File: config.mk
export PLATFORM = sky130hd
export DESIGN_NAME = ddr4_traffic_top
export DESIGN_NICKNAME = d
export VERILOG_FILES = /design/src/verilog/ddr4_traffic_pkg.sv /design/src/verilog/ddr4_traffic_top.sv /design/src/verilog/traffic_datapath.sv /design/src/verilog/traffic_counter.sv /design/src/verilog/traffic_fsm.sv /design/src/verilog/traffic_apb_regs.sv
export VERILOG_INCLUDE_DIRS = /design/src /design/src/include
export SDC_FILE = /design/constraint.sdc
export NUM_CORES = 1
export LEC_CHECK = 0
export ABC_CLOCK_PERIOD_IN_PS = 6200
export BUFFER_PORTS_ARGS = -buffer_cell sky130_fd_sc_hd__buf_2
export CORE_UTILIZATION = 40
export DETAILED_ROUTE_END_ITERATION = 8
export PLACE_DENSITY = 0.6
export SYNTH_ARGS = -nofsm -noshare
export SYNTH_HDL_FRONTEND = slang
export SYNTH_HIERARCHICAL = 1
export SYNTH_SLANG_ARGS = --single-unit
File: constraint.sdc
create_clock -name c0_ddr4_clk -period 6.2 [get_ports c0_ddr4_clk]
set_input_delay 1.86 -clock c0_ddr4_clk [delete_from_list [all_inputs] [get_ports c0_ddr4_clk]]
set_output_delay 1.86 -clock c0_ddr4_clk [all_outputs]
set_load 0.02 [all_outputs]
File: src/include/ddr4_traffic_cfg.svh
`ifndef DDR4_TRAFFIC_CFG_SVH
`define DDR4_TRAFFIC_CFG_SVH

// Application interface widths
`define DDR_ADDR_W 28
`define DDR_DATA_W 64

// Run sizing
`define BEAT_CNT_W 16
`define TIMEOUT_W  16

// ********************
// APB register offsets
// ********************
`define REG_CTRL    8'h00
`define REG_BASE    8'h04
`define REG_COUNT   8'h08
`define REG_SEED    8'h0C
`define REG_STATUS  8'h10
`define REG_ERRCNT  8'h14
`define REG_TIMEOUT 8'h18

`endif
File: src/verilog/ddr4_traffic_pkg.sv
`include "ddr4_traffic_cfg.svh"

package ddr4_traffic_pkg;

  // Byte address on the application interface
  typedef logic [`DDR_ADDR_W-1:0] ddr_addr_t;

  // One full application data word
  typedef logic [`DDR_DATA_W-1:0] ddr_data_t;

  // Beat count and beat index
  typedef logic [`BEAT_CNT_W-1:0] beat_cnt_t;

  // Watchdog limit in cycles
  typedef logic [`TIMEOUT_W-1:0] timeout_t;

  // Application command codes
  typedef logic [2:0] app_cmd_t;
  localparam app_cmd_t CMD_WRITE = 3'd0;
  localparam app_cmd_t CMD_READ  = 3'd1;

  // Run sequencer states
  typedef enum logic [2:0] {
    ST_IDLE,
    ST_CALIB,
    ST_WRITE,
    ST_READ,
    ST_DONE
  } traffic_state_t;

endpackage

File: src/verilog/ddr4_traffic_top.sv
module ddr4_traffic_top
  import ddr4_traffic_pkg::*;
(
  input  logic        c0_ddr4_clk,
  input  logic        rst_n_i,
  // APB slave
  input  logic        psel_i,
  input  logic        penable_i,
  input  logic        pwrite_i,
  input  logic [7:0]  paddr_i,
  input  logic [31:0] pwdata_i,
  output logic [31:0] prdata_o,
  output logic        pready_o,
  output logic        pslverr_o,
  // Memory controller application interface
  input  logic        init_calib_complete_i,
  input  logic        app_rdy_i,
  input  logic        app_wdf_rdy_i,
  input  ddr_data_t   app_rd_data_i,
  input  logic        app_rd_data_valid_i,
  output logic        app_en_o,
  output app_cmd_t    app_cmd_o,
  output ddr_addr_t   app_addr_o,
  output ddr_data_t   app_wdf_data_o,
  output logic        app_wdf_wren_o,
  output logic        app_wdf_end_o,
  // Run status
  output logic        test_done_o,
  output logic        data_compare_error_o
);

  logic        start;
  ddr_addr_t   base;
  beat_cnt_t   count;
  logic [31:0] seed;
  timeout_t    timeout_cfg;
  logic        busy;
  logic        timed_out;
  beat_cnt_t   err_cnt;
  logic        issue;
  logic        clear;
  logic        last_issue;
  logic        last_return;
  logic        wd_timeout;
  beat_cnt_t   issue_idx;
  beat_cnt_t   return_idx;

  // Single-beat writes, so every data word ends its burst
  assign app_wdf_end_o        = app_wdf_wren_o;
  assign data_compare_error_o = |err_cnt;

  traffic_apb_regs u_regs (
    .c0_ddr4_clk (c0_ddr4_clk),
    .rst_n_i     (rst_n_i),
    .psel_i      (psel_i),
    .penable_i   (penable_i),
    .pwrite_i    (pwrite_i),
    .paddr_i     (paddr_i),
    .pwdata_i    (pwdata_i),
    .prdata_o    (prdata_o),
    .pready_o    (pready_o),
    .pslverr_o   (pslverr_o),
    .start_o     (start),
    .base_o      (base),
    .count_o     (count),
    .seed_o      (seed),
    .timeout_o   (timeout_cfg),
    .busy_i      (busy),
    .done_i      (test_done_o),
    .timed_out_i (timed_out),
    .err_cnt_i   (err_cnt)
  );

  traffic_fsm u_fsm (
    .c0_ddr4_clk           (c0_ddr4_clk),
    .rst_n_i               (rst_n_i),
    .start_i               (start),
    .init_calib_complete_i (init_calib_complete_i),
    .app_rdy_i             (app_rdy_i),
    .app_wdf_rdy_i         (app_wdf_rdy_i),
    .last_issue_i          (last_issue),
    .last_return_i         (last_return),
    .timeout_i             (wd_timeout),
    .count_i               (count),
    .state_o               (),
    .issue_o               (issue),
    .clear_o               (clear),
    .app_en_o              (app_en_o),
    .app_wdf_wren_o        (app_wdf_wren_o),
    .busy_o                (busy),
    .done_o                (test_done_o),
    .timed_out_o           (timed_out),
    .app_cmd_o             (app_cmd_o)
  );

  traffic_counter u_counter (
    .c0_ddr4_clk   (c0_ddr4_clk),
    .rst_n_i       (rst_n_i),
    .clear_i       (clear),
    .issue_i       (issue),
    .return_i      (app_rd_data_valid_i),
    .count_i       (count),
    .timeout_i     (timeout_cfg),
    .issue_idx_o   (issue_idx),
    .return_idx_o  (return_idx),
    .last_issue_o  (last_issue),
    .last_return_o (last_return),
    .timeout_o     (wd_timeout)
  );

  traffic_datapath u_datapath (
    .c0_ddr4_clk    (c0_ddr4_clk),
    .rst_n_i        (rst_n_i),
    .clear_i        (clear),
    .rd_valid_i     (app_rd_data_valid_i),
    .base_i         (base),
    .seed_i         (seed),
    .issue_idx_i    (issue_idx),
    .return_idx_i   (return_idx),
    .rd_data_i      (app_rd_data_i),
    .app_addr_o     (app_addr_o),
    .app_wdf_data_o (app_wdf_data_o),
    .err_cnt_o      (err_cnt)
  );

endmodule

File: src/verilog/traffic_datapath.sv
module traffic_datapath
  import ddr4_traffic_pkg::*;
(
  input  logic        c0_ddr4_clk,
  input  logic        rst_n_i,
  input  logic        clear_i,
  input  logic        rd_valid_i,
  input  ddr_addr_t   base_i,
  input  logic [31:0] seed_i,
  input  beat_cnt_t   issue_idx_i,
  input  beat_cnt_t   return_idx_i,
  input  ddr_data_t   rd_data_i,
  output ddr_addr_t   app_addr_o,
  output ddr_data_t   app_wdf_data_o,
  output beat_cnt_t   err_cnt_o
);

  logic [31:0] wr_hi;
  logic [31:0] exp_hi;
  ddr_data_t   exp_data;
  logic        mismatch;

  // ********************
  // Pattern generation
  // ********************

  // One 64-bit word per beat, so 8 bytes between beats
  assign app_addr_o = base_i + ddr_addr_t'({issue_idx_i, 3'b000});

  // Upper half counts from the seed, lower half is its inverse
  assign wr_hi          = seed_i + 32'(issue_idx_i);
  assign app_wdf_data_o = {wr_hi, ~wr_hi};

  // Expected word for the read now returning
  assign exp_hi   = seed_i + 32'(return_idx_i);
  assign exp_data = {exp_hi, ~exp_hi};
  assign mismatch = rd_valid_i && (rd_data_i != exp_data);

  // ********************
  // Compare and count
  // ********************
  always_ff @(posedge c0_ddr4_clk) begin
    if (!rst_n_i) begin
      err_cnt_o <= '0;
    end else if (clear_i) begin
      err_cnt_o <= '0;
    end else if (mismatch && err_cnt_o != '1) begin
      // saturate rather than wrap back to zero
      err_cnt_o <= err_cnt_o + 1'b1;
    end
  end

endmodule

File: src/verilog/traffic_counter.sv
module traffic_counter
  import ddr4_traffic_pkg::*;
(
  input  logic      c0_ddr4_clk,
  input  logic      rst_n_i,
  input  logic      clear_i,
  input  logic      issue_i,
  input  logic      return_i,
  input  beat_cnt_t count_i,
  input  timeout_t  timeout_i,
  output beat_cnt_t issue_idx_o,
  output beat_cnt_t return_idx_o,
  output logic      last_issue_o,
  output logic      last_return_o,
  output logic      timeout_o
);

  beat_cnt_t last_idx;
  timeout_t  idle_cnt_q;
  logic      outstanding;

  assign last_idx    = count_i - 1'b1;
  assign outstanding = (issue_idx_o != return_idx_o);

  // Final beat flags, qualified by the transfer itself
  assign last_issue_o  = issue_i && (issue_idx_o == last_idx);
  assign last_return_o = return_i && (return_idx_o == last_idx);

  assign timeout_o = outstanding && (idle_cnt_q >= timeout_i);

  always_ff @(posedge c0_ddr4_clk) begin
    if (!rst_n_i) begin
      issue_idx_o  <= '0;
      return_idx_o <= '0;
      idle_cnt_q   <= '0;
    end else if (clear_i) begin
      issue_idx_o  <= '0;
      return_idx_o <= '0;
      idle_cnt_q   <= '0;
    end else begin
      if (issue_i) issue_idx_o <= issue_idx_o + 1'b1;
      if (return_i) return_idx_o <= return_idx_o + 1'b1;
      // Watchdog restarts on every return, holds at its ceiling
      if (return_i || !outstanding) begin
        idle_cnt_q <= '0;
      end else if (idle_cnt_q != '1) begin
        idle_cnt_q <= idle_cnt_q + 1'b1;
      end
    end
  end

  // Controller must never return more reads than were issued
  a_no_extra_return: assert property (
    @(posedge c0_ddr4_clk) disable iff (!rst_n_i) return_idx_o <= issue_idx_o);

endmodule

File: src/verilog/traffic_fsm.sv
module traffic_fsm
  import ddr4_traffic_pkg::*;
(
  input  logic           c0_ddr4_clk,
  input  logic           rst_n_i,
  input  logic           start_i,
  input  logic           init_calib_complete_i,
  input  logic           app_rdy_i,
  input  logic           app_wdf_rdy_i,
  input  logic           last_issue_i,
  input  logic           last_return_i,
  input  logic           timeout_i,
  input  beat_cnt_t      count_i,
  output traffic_state_t state_o,
  output logic           issue_o,
  output logic           clear_o,
  output logic           app_en_o,
  output logic           app_wdf_wren_o,
  output logic           busy_o,
  output logic           done_o,
  output logic           timed_out_o,
  output app_cmd_t       app_cmd_o
);

  traffic_state_t state_q;
  traffic_state_t state_d;
  logic           rd_issued_q;
  logic           start_ok;
  logic           rd_timeout;

  // Start only counts outside a run
  assign start_ok   = start_i && (state_q == ST_IDLE || state_q == ST_DONE);
  assign rd_timeout = (state_q == ST_READ) && timeout_i && rd_issued_q && !last_return_i;

  // Command stays up until the controller takes it
  assign app_en_o       = (state_q == ST_WRITE) || (state_q == ST_READ && !rd_issued_q);
  assign app_wdf_wren_o = (state_q == ST_WRITE);
  assign app_cmd_o      = (state_q == ST_READ) ? CMD_READ : CMD_WRITE;
  assign issue_o        = app_en_o && app_rdy_i && (app_wdf_rdy_i || !app_wdf_wren_o);

  // Restart indices at a new run and again before the read phase
  assign clear_o = start_ok || (state_q == ST_WRITE && last_issue_i);

  assign state_o = state_q;
  assign busy_o  = (state_q == ST_CALIB) || (state_q == ST_WRITE) || (state_q == ST_READ);
  assign done_o  = (state_q == ST_DONE);

  always_comb begin
    state_d = state_q;
    case (state_q)
      ST_IDLE, ST_DONE: if (start_ok) state_d = ST_CALIB;
      ST_CALIB: begin
        if (init_calib_complete_i) begin
          state_d = (count_i == '0) ? ST_DONE : ST_WRITE;
        end
      end
      ST_WRITE: if (last_issue_i) state_d = ST_READ;
      ST_READ:  if (last_return_i || rd_timeout) state_d = ST_DONE;
      default:  state_d = ST_IDLE;
    endcase
  end

  always_ff @(posedge c0_ddr4_clk) begin
    if (!rst_n_i) begin
      state_q     <= ST_IDLE;
      rd_issued_q <= 1'b0;
      timed_out_o <= 1'b0;
    end else begin
      state_q <= state_d;
      if (clear_o) begin
        rd_issued_q <= 1'b0;
      end else if (state_q == ST_READ && last_issue_i) begin
        rd_issued_q <= 1'b1;
      end
      if (start_ok) begin
        timed_out_o <= 1'b0;
      end else if (rd_timeout) begin
        timed_out_o <= 1'b1;
      end
    end
  end

  // A raised command is never withdrawn before it transfers
  property p_en_held;
    @(posedge c0_ddr4_clk) disable iff (!rst_n_i)
      app_en_o && !issue_o |=> app_en_o && $stable(app_cmd_o);
  endproperty
  a_en_held: assert property (p_en_held);

endmodule

File: src/verilog/traffic_apb_regs.sv
`include "ddr4_traffic_cfg.svh"

module traffic_apb_regs
  import ddr4_traffic_pkg::*;
(
  input  logic        c0_ddr4_clk,
  input  logic        rst_n_i,
  input  logic        psel_i,
  input  logic        penable_i,
  input  logic        pwrite_i,
  input  logic [7:0]  paddr_i,
  input  logic [31:0] pwdata_i,
  output logic [31:0] prdata_o,
  output logic        pready_o,
  output logic        pslverr_o,
  output logic        start_o,
  output ddr_addr_t   base_o,
  output beat_cnt_t   count_o,
  output logic [31:0] seed_o,
  output timeout_t    timeout_o,
  input  logic        busy_i,
  input  logic        done_i,
  input  logic        timed_out_i,
  input  beat_cnt_t   err_cnt_i
);

  logic access;
  logic wr_en;
  logic mapped;

  // Access phase of any transfer
  assign access = psel_i && penable_i;
  assign wr_en  = access && pwrite_i;

  // No wait states
  assign pready_o  = access;
  assign pslverr_o = access && !mapped;

  // Start is a one-cycle strobe, nothing is stored
  assign start_o = wr_en && (paddr_i == `REG_CTRL) && pwdata_i[0];

  // ********************
  // Configuration registers
  // ********************
  always_ff @(posedge c0_ddr4_clk) begin
    if (!rst_n_i) begin
      base_o    <= '0;
      count_o   <= '0;
      seed_o    <= '0;
      timeout_o <= '1;
    end else if (wr_en) begin
      case (paddr_i)
        `REG_BASE:    base_o    <= pwdata_i[`DDR_ADDR_W-1:0];
        `REG_COUNT:   count_o   <= pwdata_i[`BEAT_CNT_W-1:0];
        `REG_SEED:    seed_o    <= pwdata_i;
        `REG_TIMEOUT: timeout_o <= pwdata_i[`TIMEOUT_W-1:0];
        default: ;
      endcase
    end
  end

  // Read-back mux, valid in the access phase
  always_comb begin
    prdata_o = '0;
    mapped   = 1'b1;
    case (paddr_i)
      `REG_CTRL:    prdata_o = '0;
      `REG_BASE:    prdata_o = 32'(base_o);
      `REG_COUNT:   prdata_o = 32'(count_o);
      `REG_SEED:    prdata_o = seed_o;
      `REG_STATUS:  prdata_o = {28'd0, timed_out_i, |err_cnt_i, done_i, busy_i};
      `REG_ERRCNT:  prdata_o = 32'(err_cnt_i);
      `REG_TIMEOUT: prdata_o = 32'(timeout_o);
      default:      mapped   = 1'b0;
    endcase
  end

  // APB master must hold psel while raising penable
  property p_enable_needs_sel;
    @(posedge c0_ddr4_clk) disable iff (!rst_n_i)
      $rose(penable_i) |-> psel_i;
  endproperty
  a_enable_needs_sel: assert property (p_enable_needs_sel);

endmodule

==> impl_metrics.csv, run 1 <==
group,metric,value,unit
status,outcome,"finished clean",
pwr,peakVddDrop,141,µV
synth,yosysMostFrequentCell,"dfxtp_1",
layout,area_growth,14.4,%
layout,drive_gt1_share,17.3,%
synth,postSynth.asyncResetShare,0,%
timing,hold_viol,0,
clock_tree,ctsHtreeMaxLevel,4,
global_route,antenna_found_initial,1,
clock_tree,numCtsBuffers,17,
setup_path,slowest_stage,"dfxtp_1",
synth,yosysWarningCount,6,
setup_path,reg2reg_to,"u_datapath/err_cnt_o[12]",
timing,layout_min_cycle_time,5.79,ns
floorplanning,die_h,186,µm
timing,rsz0062_at_grt,"no",
clock_tree,cts-root-buf,"clkbuf_16",
timing,timing.fmax,173,MHz
synth,syn-cell-area,13500,µm²
floorplanning,start_util,41.1,%
setup_path,worst_ep_arrival_time,3.93,ns
setup_path,crit_chain,"ha_1 > inv_1 > fa_1 > nor2b_1 > o21ai_0 > a21boi_0 > o21ai_0 > a21boi_0 > o21ai_0 > a21oi_1 > o211ai_1 > a31oi_2 > o2111ai_1 > xnor2_1 > buf_2",
routing,antenna_left,0,
setup_path,cpMostUsedCell,"o21ai_0",
place,io_buffers,244,
setup_path,reg2reg_slack,1.81,ns
setup_path,crit_fanout,7,
synth,syn_area_per_cell,7.73,µm²
timing,finalCritPeriodShare,93.4,%
place,gp_congestion,0.948,
synth,yosys-top-cells-area,"dfxtp_1 24%, xnor2_1 7.2%, ha_1 6.4%, nand3_1 5.3%, mux2i_1 3.9%",
synth,yosys_register_bits,161,
synth,synth_flop_cell,"dfxtp_1",
layout,finalNetCount,2090,
routing,post_drt_wl_per_cell,19.7,µm
layout,nFillCells,3418,
floorplanning,io_pins,247,
setup_path,cp-end-kind,"primary output",
setup_path,cp.required,4.34,ns
flow_run,cap_violations,0,
place,hpwl,36.2,mm
global_route,grt_pass1_vias,12371,
clock_tree,cts_buffer_depth,2,
routing,drtIter0Drc,1330,
timing,slew_viol_final,0,
clock_tree,cts.sinks,161,
min_path,hp-class,"register to register",
pwr,p_leak,6.66,nW
synth,synth_common_cells,"161 x dfxtp_1, 142 x nand3_1, 117 x nor2_1, 112 x nand2_1, 111 x xnor2_1",
setup_path,rr_startpoint,"u_regs/seed_o[0]",
setup_path,crit_end,"app_addr_o[27]",
synth,ys_seq_area_share,23.9,%
synth,synth_cell_type_count,93,
clock_tree,cts_setup_buffers,0,
routing,routed_wirelength,46.4,mm
pwr,power,0.00229,W
floorplanning,rows,66,
setup_path,critPathTopFamily,"compound AO/OA/AOI/OAI gates",
global_route,grt_pass1_wl,70.5,mm
synth,netlist_instances,1746,
global_route,gr-total-overflow,0,
pwr,powerDensity,148,nW/µm²
routing,vias,13786,
clock_tree,cts_tree,"done",
floorplanning,die_area,34500,µm²
setup_path,worstSetupStartpointType,"register",
floorplanning,core,32900,µm²
setup_path,r2r_cells,14,
clock_tree,clk_pin_slew,0.07,ns
timing,slew_headroom,30.2,%
clock_tree,insertion_delay,0.43,ns
routing,drc,0,
clock_tree,cts_resized,0,
clock_tree,cts_hold_buf,0,
global_route,grt_use_total,26.7,%
global_route,grt_max_degree,65,
timing,finalSetupTns,0,ns
setup_path,cp_slowest_stage_delay,0.51,ns
routing,drt_pass1_iterations,6,
setup_path,worstSetupStartpoint,"u_counter/issue_idx_o[0]",
timing,setup_viol_count_final,0,
timing,finClkSkew,0.0102,ns
synth,synth_top_area_cell,"dfxtp_1",
setup_path,crit_cells,15,
synth,synth-edff-count,0,
setup_path,crit_buf_inv,2,
layout,instances_no_fill,2361,
floorplanning,fp.dieW,186,µm
synth,synth_top_area_share,23.9,%
timing,worst_pin_slew,1.04,ns
place,placed_cells,2328,
routing,vias_per_cell,5.84,
setup_path,path_class,"register to primary output",
## logic make-up after synthesis
logic type,count (synthesis),synth area share (%)
AND/OR/NAND/NOR,668,26.7
AO/OA/AOI/OAI,419,20.7
buffers and inverters,196,6.34
XOR/XNOR,171,11.1
flip-flops,161,23.9
adder cells (fa/ha/maj),72,6.84
multiplexers,58,4.35
other,1,0.0278
## sequential cells by signal, summed over array words and instances (netlist names)
| register | cells |
|---|---|
| u_regs/base_o | 28 |
| u_counter/issue_idx_o | 16 |
| u_fsm/state_o | 3 |
| u_regs/timeout_o | 16 |
| u_regs/count_o | 16 |
| u_fsm/timed_out_o | 1 |
| u_counter/idle_cnt_q | 16 |
| u_regs/seed_o | 32 |
| u_counter/return_idx_o | 16 |
| u_fsm/rd_issued_q | 1 |
| u_datapath/err_cnt_o | 16 |
## metal layers
layer	vias up	wire length (µm)	part of all wire [%]	global-route usage, %
met5	-	0	0	0
met4	0	1070	2.3	8.10
met3	59	3010	6.5	3.60
met2	554	20800	45	42.4
met1	6516	21600	47	37.2
li1	6657	-	-	-
## worst min-delay path by stage
stage / cells after the start / from / end / slack [ns]
4_1_cts: 2 / u_regs/base_o[1] / u_regs/base_o[1] / 0.50
5_1_grt: 2 / u_regs/base_o[14] / u_regs/base_o[14] / 0.53
3_3_place_gp: 2 / u_regs/base_o[22] / u_regs/base_o[22] / 0.48
6_report: 2 / u_regs/base_o[1] / u_regs/base_o[1] / 0.50
2_1_floorplan: 2 / u_regs/seed_o[28] / u_regs/seed_o[28] / 0.44
3_5_place_dp: 2 / u_regs/base_o[1] / u_regs/base_o[1] / 0.49
## final cells by class
type / count / area, µm² / share of cell area [%]
Multi-Input combinational cell: 1390 / 9450 / 61.1
Sequential cell: 161 / 3220 / 20.9
Timing Repair Buffer: 262 / 1370 / 8.88
Tap cell: 442 / 553 / 3.58
Clock buffer: 20 / 447 / 2.89
Inverter: 73 / 274 / 1.77
Clock inverter: 12 / 134 / 0.866
Antenna cell: 1 / 2.50 / 0.0162
## metrics by stage
stage          hold WS [ns]  worst slack, ns  util, %  area, µm²
6_report              0.500            0.411     47.0      15500
2_1_floorplan         0.444            0.866        -      13500
5_1_grt               0.530           0.0507     47.0      15500
3_5_place_dp          0.486            0.726     45.2      14900
3_3_place_gp          0.484            0.766     45.2      14900
4_1_cts               0.497            0.288     47.0      15400
## cells in the final DEF (no fill, tap or decap), types with 26 or more instances in the layout
| cell type | synthesis | layout |
|---|---|---|
| o211ai_1 | 37 | 37 |
| xor2_1 | 59 | 59 |
| inv_1 | 73 | 73 |
| nor2b_1 | 44 | 44 |
| ha_1 | 69 | 69 |
| xnor2_1 | 111 | 111 |
| nor3_1 | 28 | 26 |
| nand3_1 | 142 | 142 |
| a21oi_1 | 83 | 83 |
| nand4_1 | 31 | 31 |
| nor2_1 | 117 | 117 |
| mux2i_1 | 53 | 53 |
| o21ai_0 | 102 | 102 |
| nand2b_1 | 32 | 32 |
| a22o_1 | 26 | 26 |
| buf_2 | 18 | 243 |
| nand2_1 | 112 | 112 |
| dfxtp_1 | 161 | 161 |
## power breakdown
group	switching, W	leakage [nW]	internal, W	total [W]
Sequential	0.00000796	1.30	0.00104	0.00105
Clock	0.000445	0.269	0.000605	0.00105
Combinational	0.000117	5.09	0.0000745	0.000191
## worst min-delay path, delay by kind of cell, from the launching register on
| family | cells | cell delay (ns) |
|---|---|---|
| AND/OR/NAND/NOR | 1 | 0.06 |
| AO/OA/AOI/OAI | 1 | 0.06 |
| flip-flops | 1 | 0.33 |
Power figures use the tool's default switching activity.
==> run 2: changes to the inputs <==
--- a/config.mk
+++ b/config.mk
@@ -8,9 +8,9 @@
 export LEC_CHECK = 0
 export ABC_CLOCK_PERIOD_IN_PS = 6200
 export BUFFER_PORTS_ARGS = -buffer_cell sky130_fd_sc_hd__buf_2
-export CORE_UTILIZATION = 40
+export CORE_UTILIZATION = 45
 export DETAILED_ROUTE_END_ITERATION = 8
-export PLACE_DENSITY = 0.6
+export PLACE_DENSITY = 0.66
 export SYNTH_ARGS = -nofsm -noshare
 export SYNTH_HDL_FRONTEND = slang
 export SYNTH_HIERARCHICAL = 1
==> run 2 against run 1 <==
Against the previous run:
- wire length is 2.9% lower
- final cell count is 2.2% lower
- sequential cell count stayed put
- die area is 11% lower
- critical path type unchanged
- largest cell class unchanged
==> impl_metrics.csv, run 2 (synthesized netlist as in run 1, its figures left out) <==
group,metric,value,unit
layout,finalNetCount,2090,
min_path,hold_depth,2,
timing,slew_viol_final,0,
setup_path,cp_slowest_stage_delay,0.51,ns
clock_tree,ctsHtreeMaxLevel,4,
clock_tree,cts_hold_buf,0,
timing,worst_slack,0.449,ns
routing,drc,0,
clock_tree,insertion_delay,0.44,ns
setup_path,crit_buf_inv,2,
layout,fin_area,15400,µm²
layout,largest_register,"u_regs/seed_o",
pwr,powerDensity,147,nW/µm²
global_route,gr-total-overflow,0,
routing,drt_pass1_iterations,6,
setup_path,rr_startpoint,"u_regs/seed_o[0]",
timing,rsz0062_at_grt,"no",
setup_path,worst_ep_arrival_time,3.89,ns
place,dpl-instance-area,14800,µm²
timing,finalCritPeriodShare,92.8,%
setup_path,r2r_cells,14,
global_route,grt_max_degree,65,
clock_tree,clk_pin_slew,0.07,ns
min_path,hp-class,"register to register",
setup_path,slowest_stage,"dfxtp_1",
layout,reg_top3,"u_regs/seed_o (32), u_regs/base_o (28)",
timing,slew_headroom,30.8,%
routing,post_drt_wl_per_cell,19.5,µm
routing,routed_wirelength,45.1,mm
floorplanning,io_pins,247,
layout,area_growth,13.8,%
global_route,grt_use_total,28.5,%
timing,timing.hold.ws,0.510,ns
setup_path,crit_fanout,7,
floorplanning,die_h,175,µm
setup_path,worstSetupStartpointType,"register",
layout,largest_register_ff_count,32,
routing,antenna_left,0,
layout,final_cell_mix,"243 x buf_2, 161 x dfxtp_1, 142 x nand3_1, 117 x nor2_1, 112 x nand2_1",
timing,setup_viol_count_final,0,
setup_path,cpMostUsedCell,"o21ai_0",
status,outcome,"finished clean",
setup_path,reg2reg_to,"u_datapath/err_cnt_o[12]",
routing,vias,13968,
routing,drtIter0Drc,1540,
global_route,grt_pass1_wl,68.8,mm
pwr,p_leak,6.67,nW
setup_path,path_class,"register to primary output",
timing,finalSetupTns,0,ns
global_route,antenna_found_initial,1,
clock_tree,cts.sinks,161,
setup_path,reg2reg_slack,1.84,ns
layout,drive_gt1_share,17.4,%
timing,timing.fmax,174,MHz
clock_tree,cts_tree,"done",
setup_path,cp-end-kind,"primary output",
clock_tree,cts-root-buf,"clkbuf_16",
clock_tree,cts_buffer_depth,2,
layout,final_common_cell,"buf_2",
routing,vias_per_cell,6.05,
flow_run,cap_violations,0,
floorplanning,start_util,45.7,%
setup_path,critPathTopFamily,"compound AO/OA/AOI/OAI gates",
floorplanning,rows,63,
place,hpwl,34.8,mm
timing,hold_viol,0,
layout,postLayoutCoreUtil,52.0,%
place,gp_congestion,0.926,
place,io_buffers,244,
clock_tree,numCtsBuffers,17,
floorplanning,die_area,30700,µm²
timing,worst_pin_slew,1.04,ns
min_path,holdCritStartpoint,"u_regs/base_o[2]",
timing,finClkSkew,0.0174,ns
pwr,peakVddDrop,144,µV
layout,nFillCells,2927,
global_route,grt_pass1_vias,12243,
floorplanning,core,29600,µm²
floorplanning,fp.dieW,175,µm
setup_path,crit_chain,"ha_1 > inv_1 > fa_1 > nor2b_1 > o21ai_0 > a21boi_0 > o21ai_0 > a21boi_0 > o21ai_0 > a21oi_1 > o211ai_1 > a31oi_2 > o21ai_0 > xnor2_1 > buf_2",
place,dp_slack,0.735,ns
setup_path,cp.required,4.34,ns
min_path,min_to,"u_regs/base_o[2]",
timing,layout_min_cycle_time,5.75,ns
-- run 2: worst max-delay path by stage --
stage | from | to | slack (ns) | cells past startpoint
CTS | u_counter/issue_idx_o[0] | app_addr_o[27] | 0.39 | 15
floorplan | paddr_i[0] | prdata_o[4] | 0.87 | 6
global placement | paddr_i[0] | prdata_o[3] | 0.76 | 5
detailed placement | paddr_i[0] | prdata_o[1] | 0.74 | 5
finish | u_counter/issue_idx_o[0] | app_addr_o[25] | 0.45 | 15
global route | u_counter/issue_idx_o[0] | app_addr_o[23] | 0.14 | 15
-- run 2: power breakdown --
part           internal, W  switching (W)  leakage [nW]
Sequential         0.00104     0.00000761          1.30
Combinational    0.0000742       0.000113          5.09
Clock             0.000533       0.000498         0.280
-- run 2: what timing repair did --
item	CTS	global route
endpoints found under the setup margin	0	2
buffers inserted	0	0
resized for setup	0	1
-- run 2: stage by stage --
step	power, W	cells
after floorplan	0.00117	1747
after global placement	0.00125	2276
after detailed placement	0.00125	2276
after CTS	0.00227	2308
after global routing	0.00233	2309
final	0.00226	2309
-- run 2: routing by layer --
metal  routed length (µm)  track usage [%]  up-vias
met2                20400             45.4      677
met3                 3510             3.57       55
met4                 1040             8.77        0
li1                     -                -     6647
met1                20200             39.8     6589
met5                    0                0        -
-- run 2: cell type report --
type / count / area, µm² / area share, %
Timing Repair Buffer: 262 / 1360 / 8.84
Tap cell: 390 / 488 / 3.18
Clock buffer: 17 / 425 / 2.77
Sequential cell: 161 / 3220 / 21.0
Inverter: 73 / 274 / 1.78
Multi-Input combinational cell: 1390 / 9450 / 61.5
Antenna cell: 1 / 2.50 / 0.0163
Clock inverter: 15 / 145 / 0.945
-- run 2: tightest hold or removal path: cells and delay by family, from the launching register on --
kind            cells  cell delay (ns)
simple gates        1             0.06
compound gates      1             0.07
flops               1             0.33
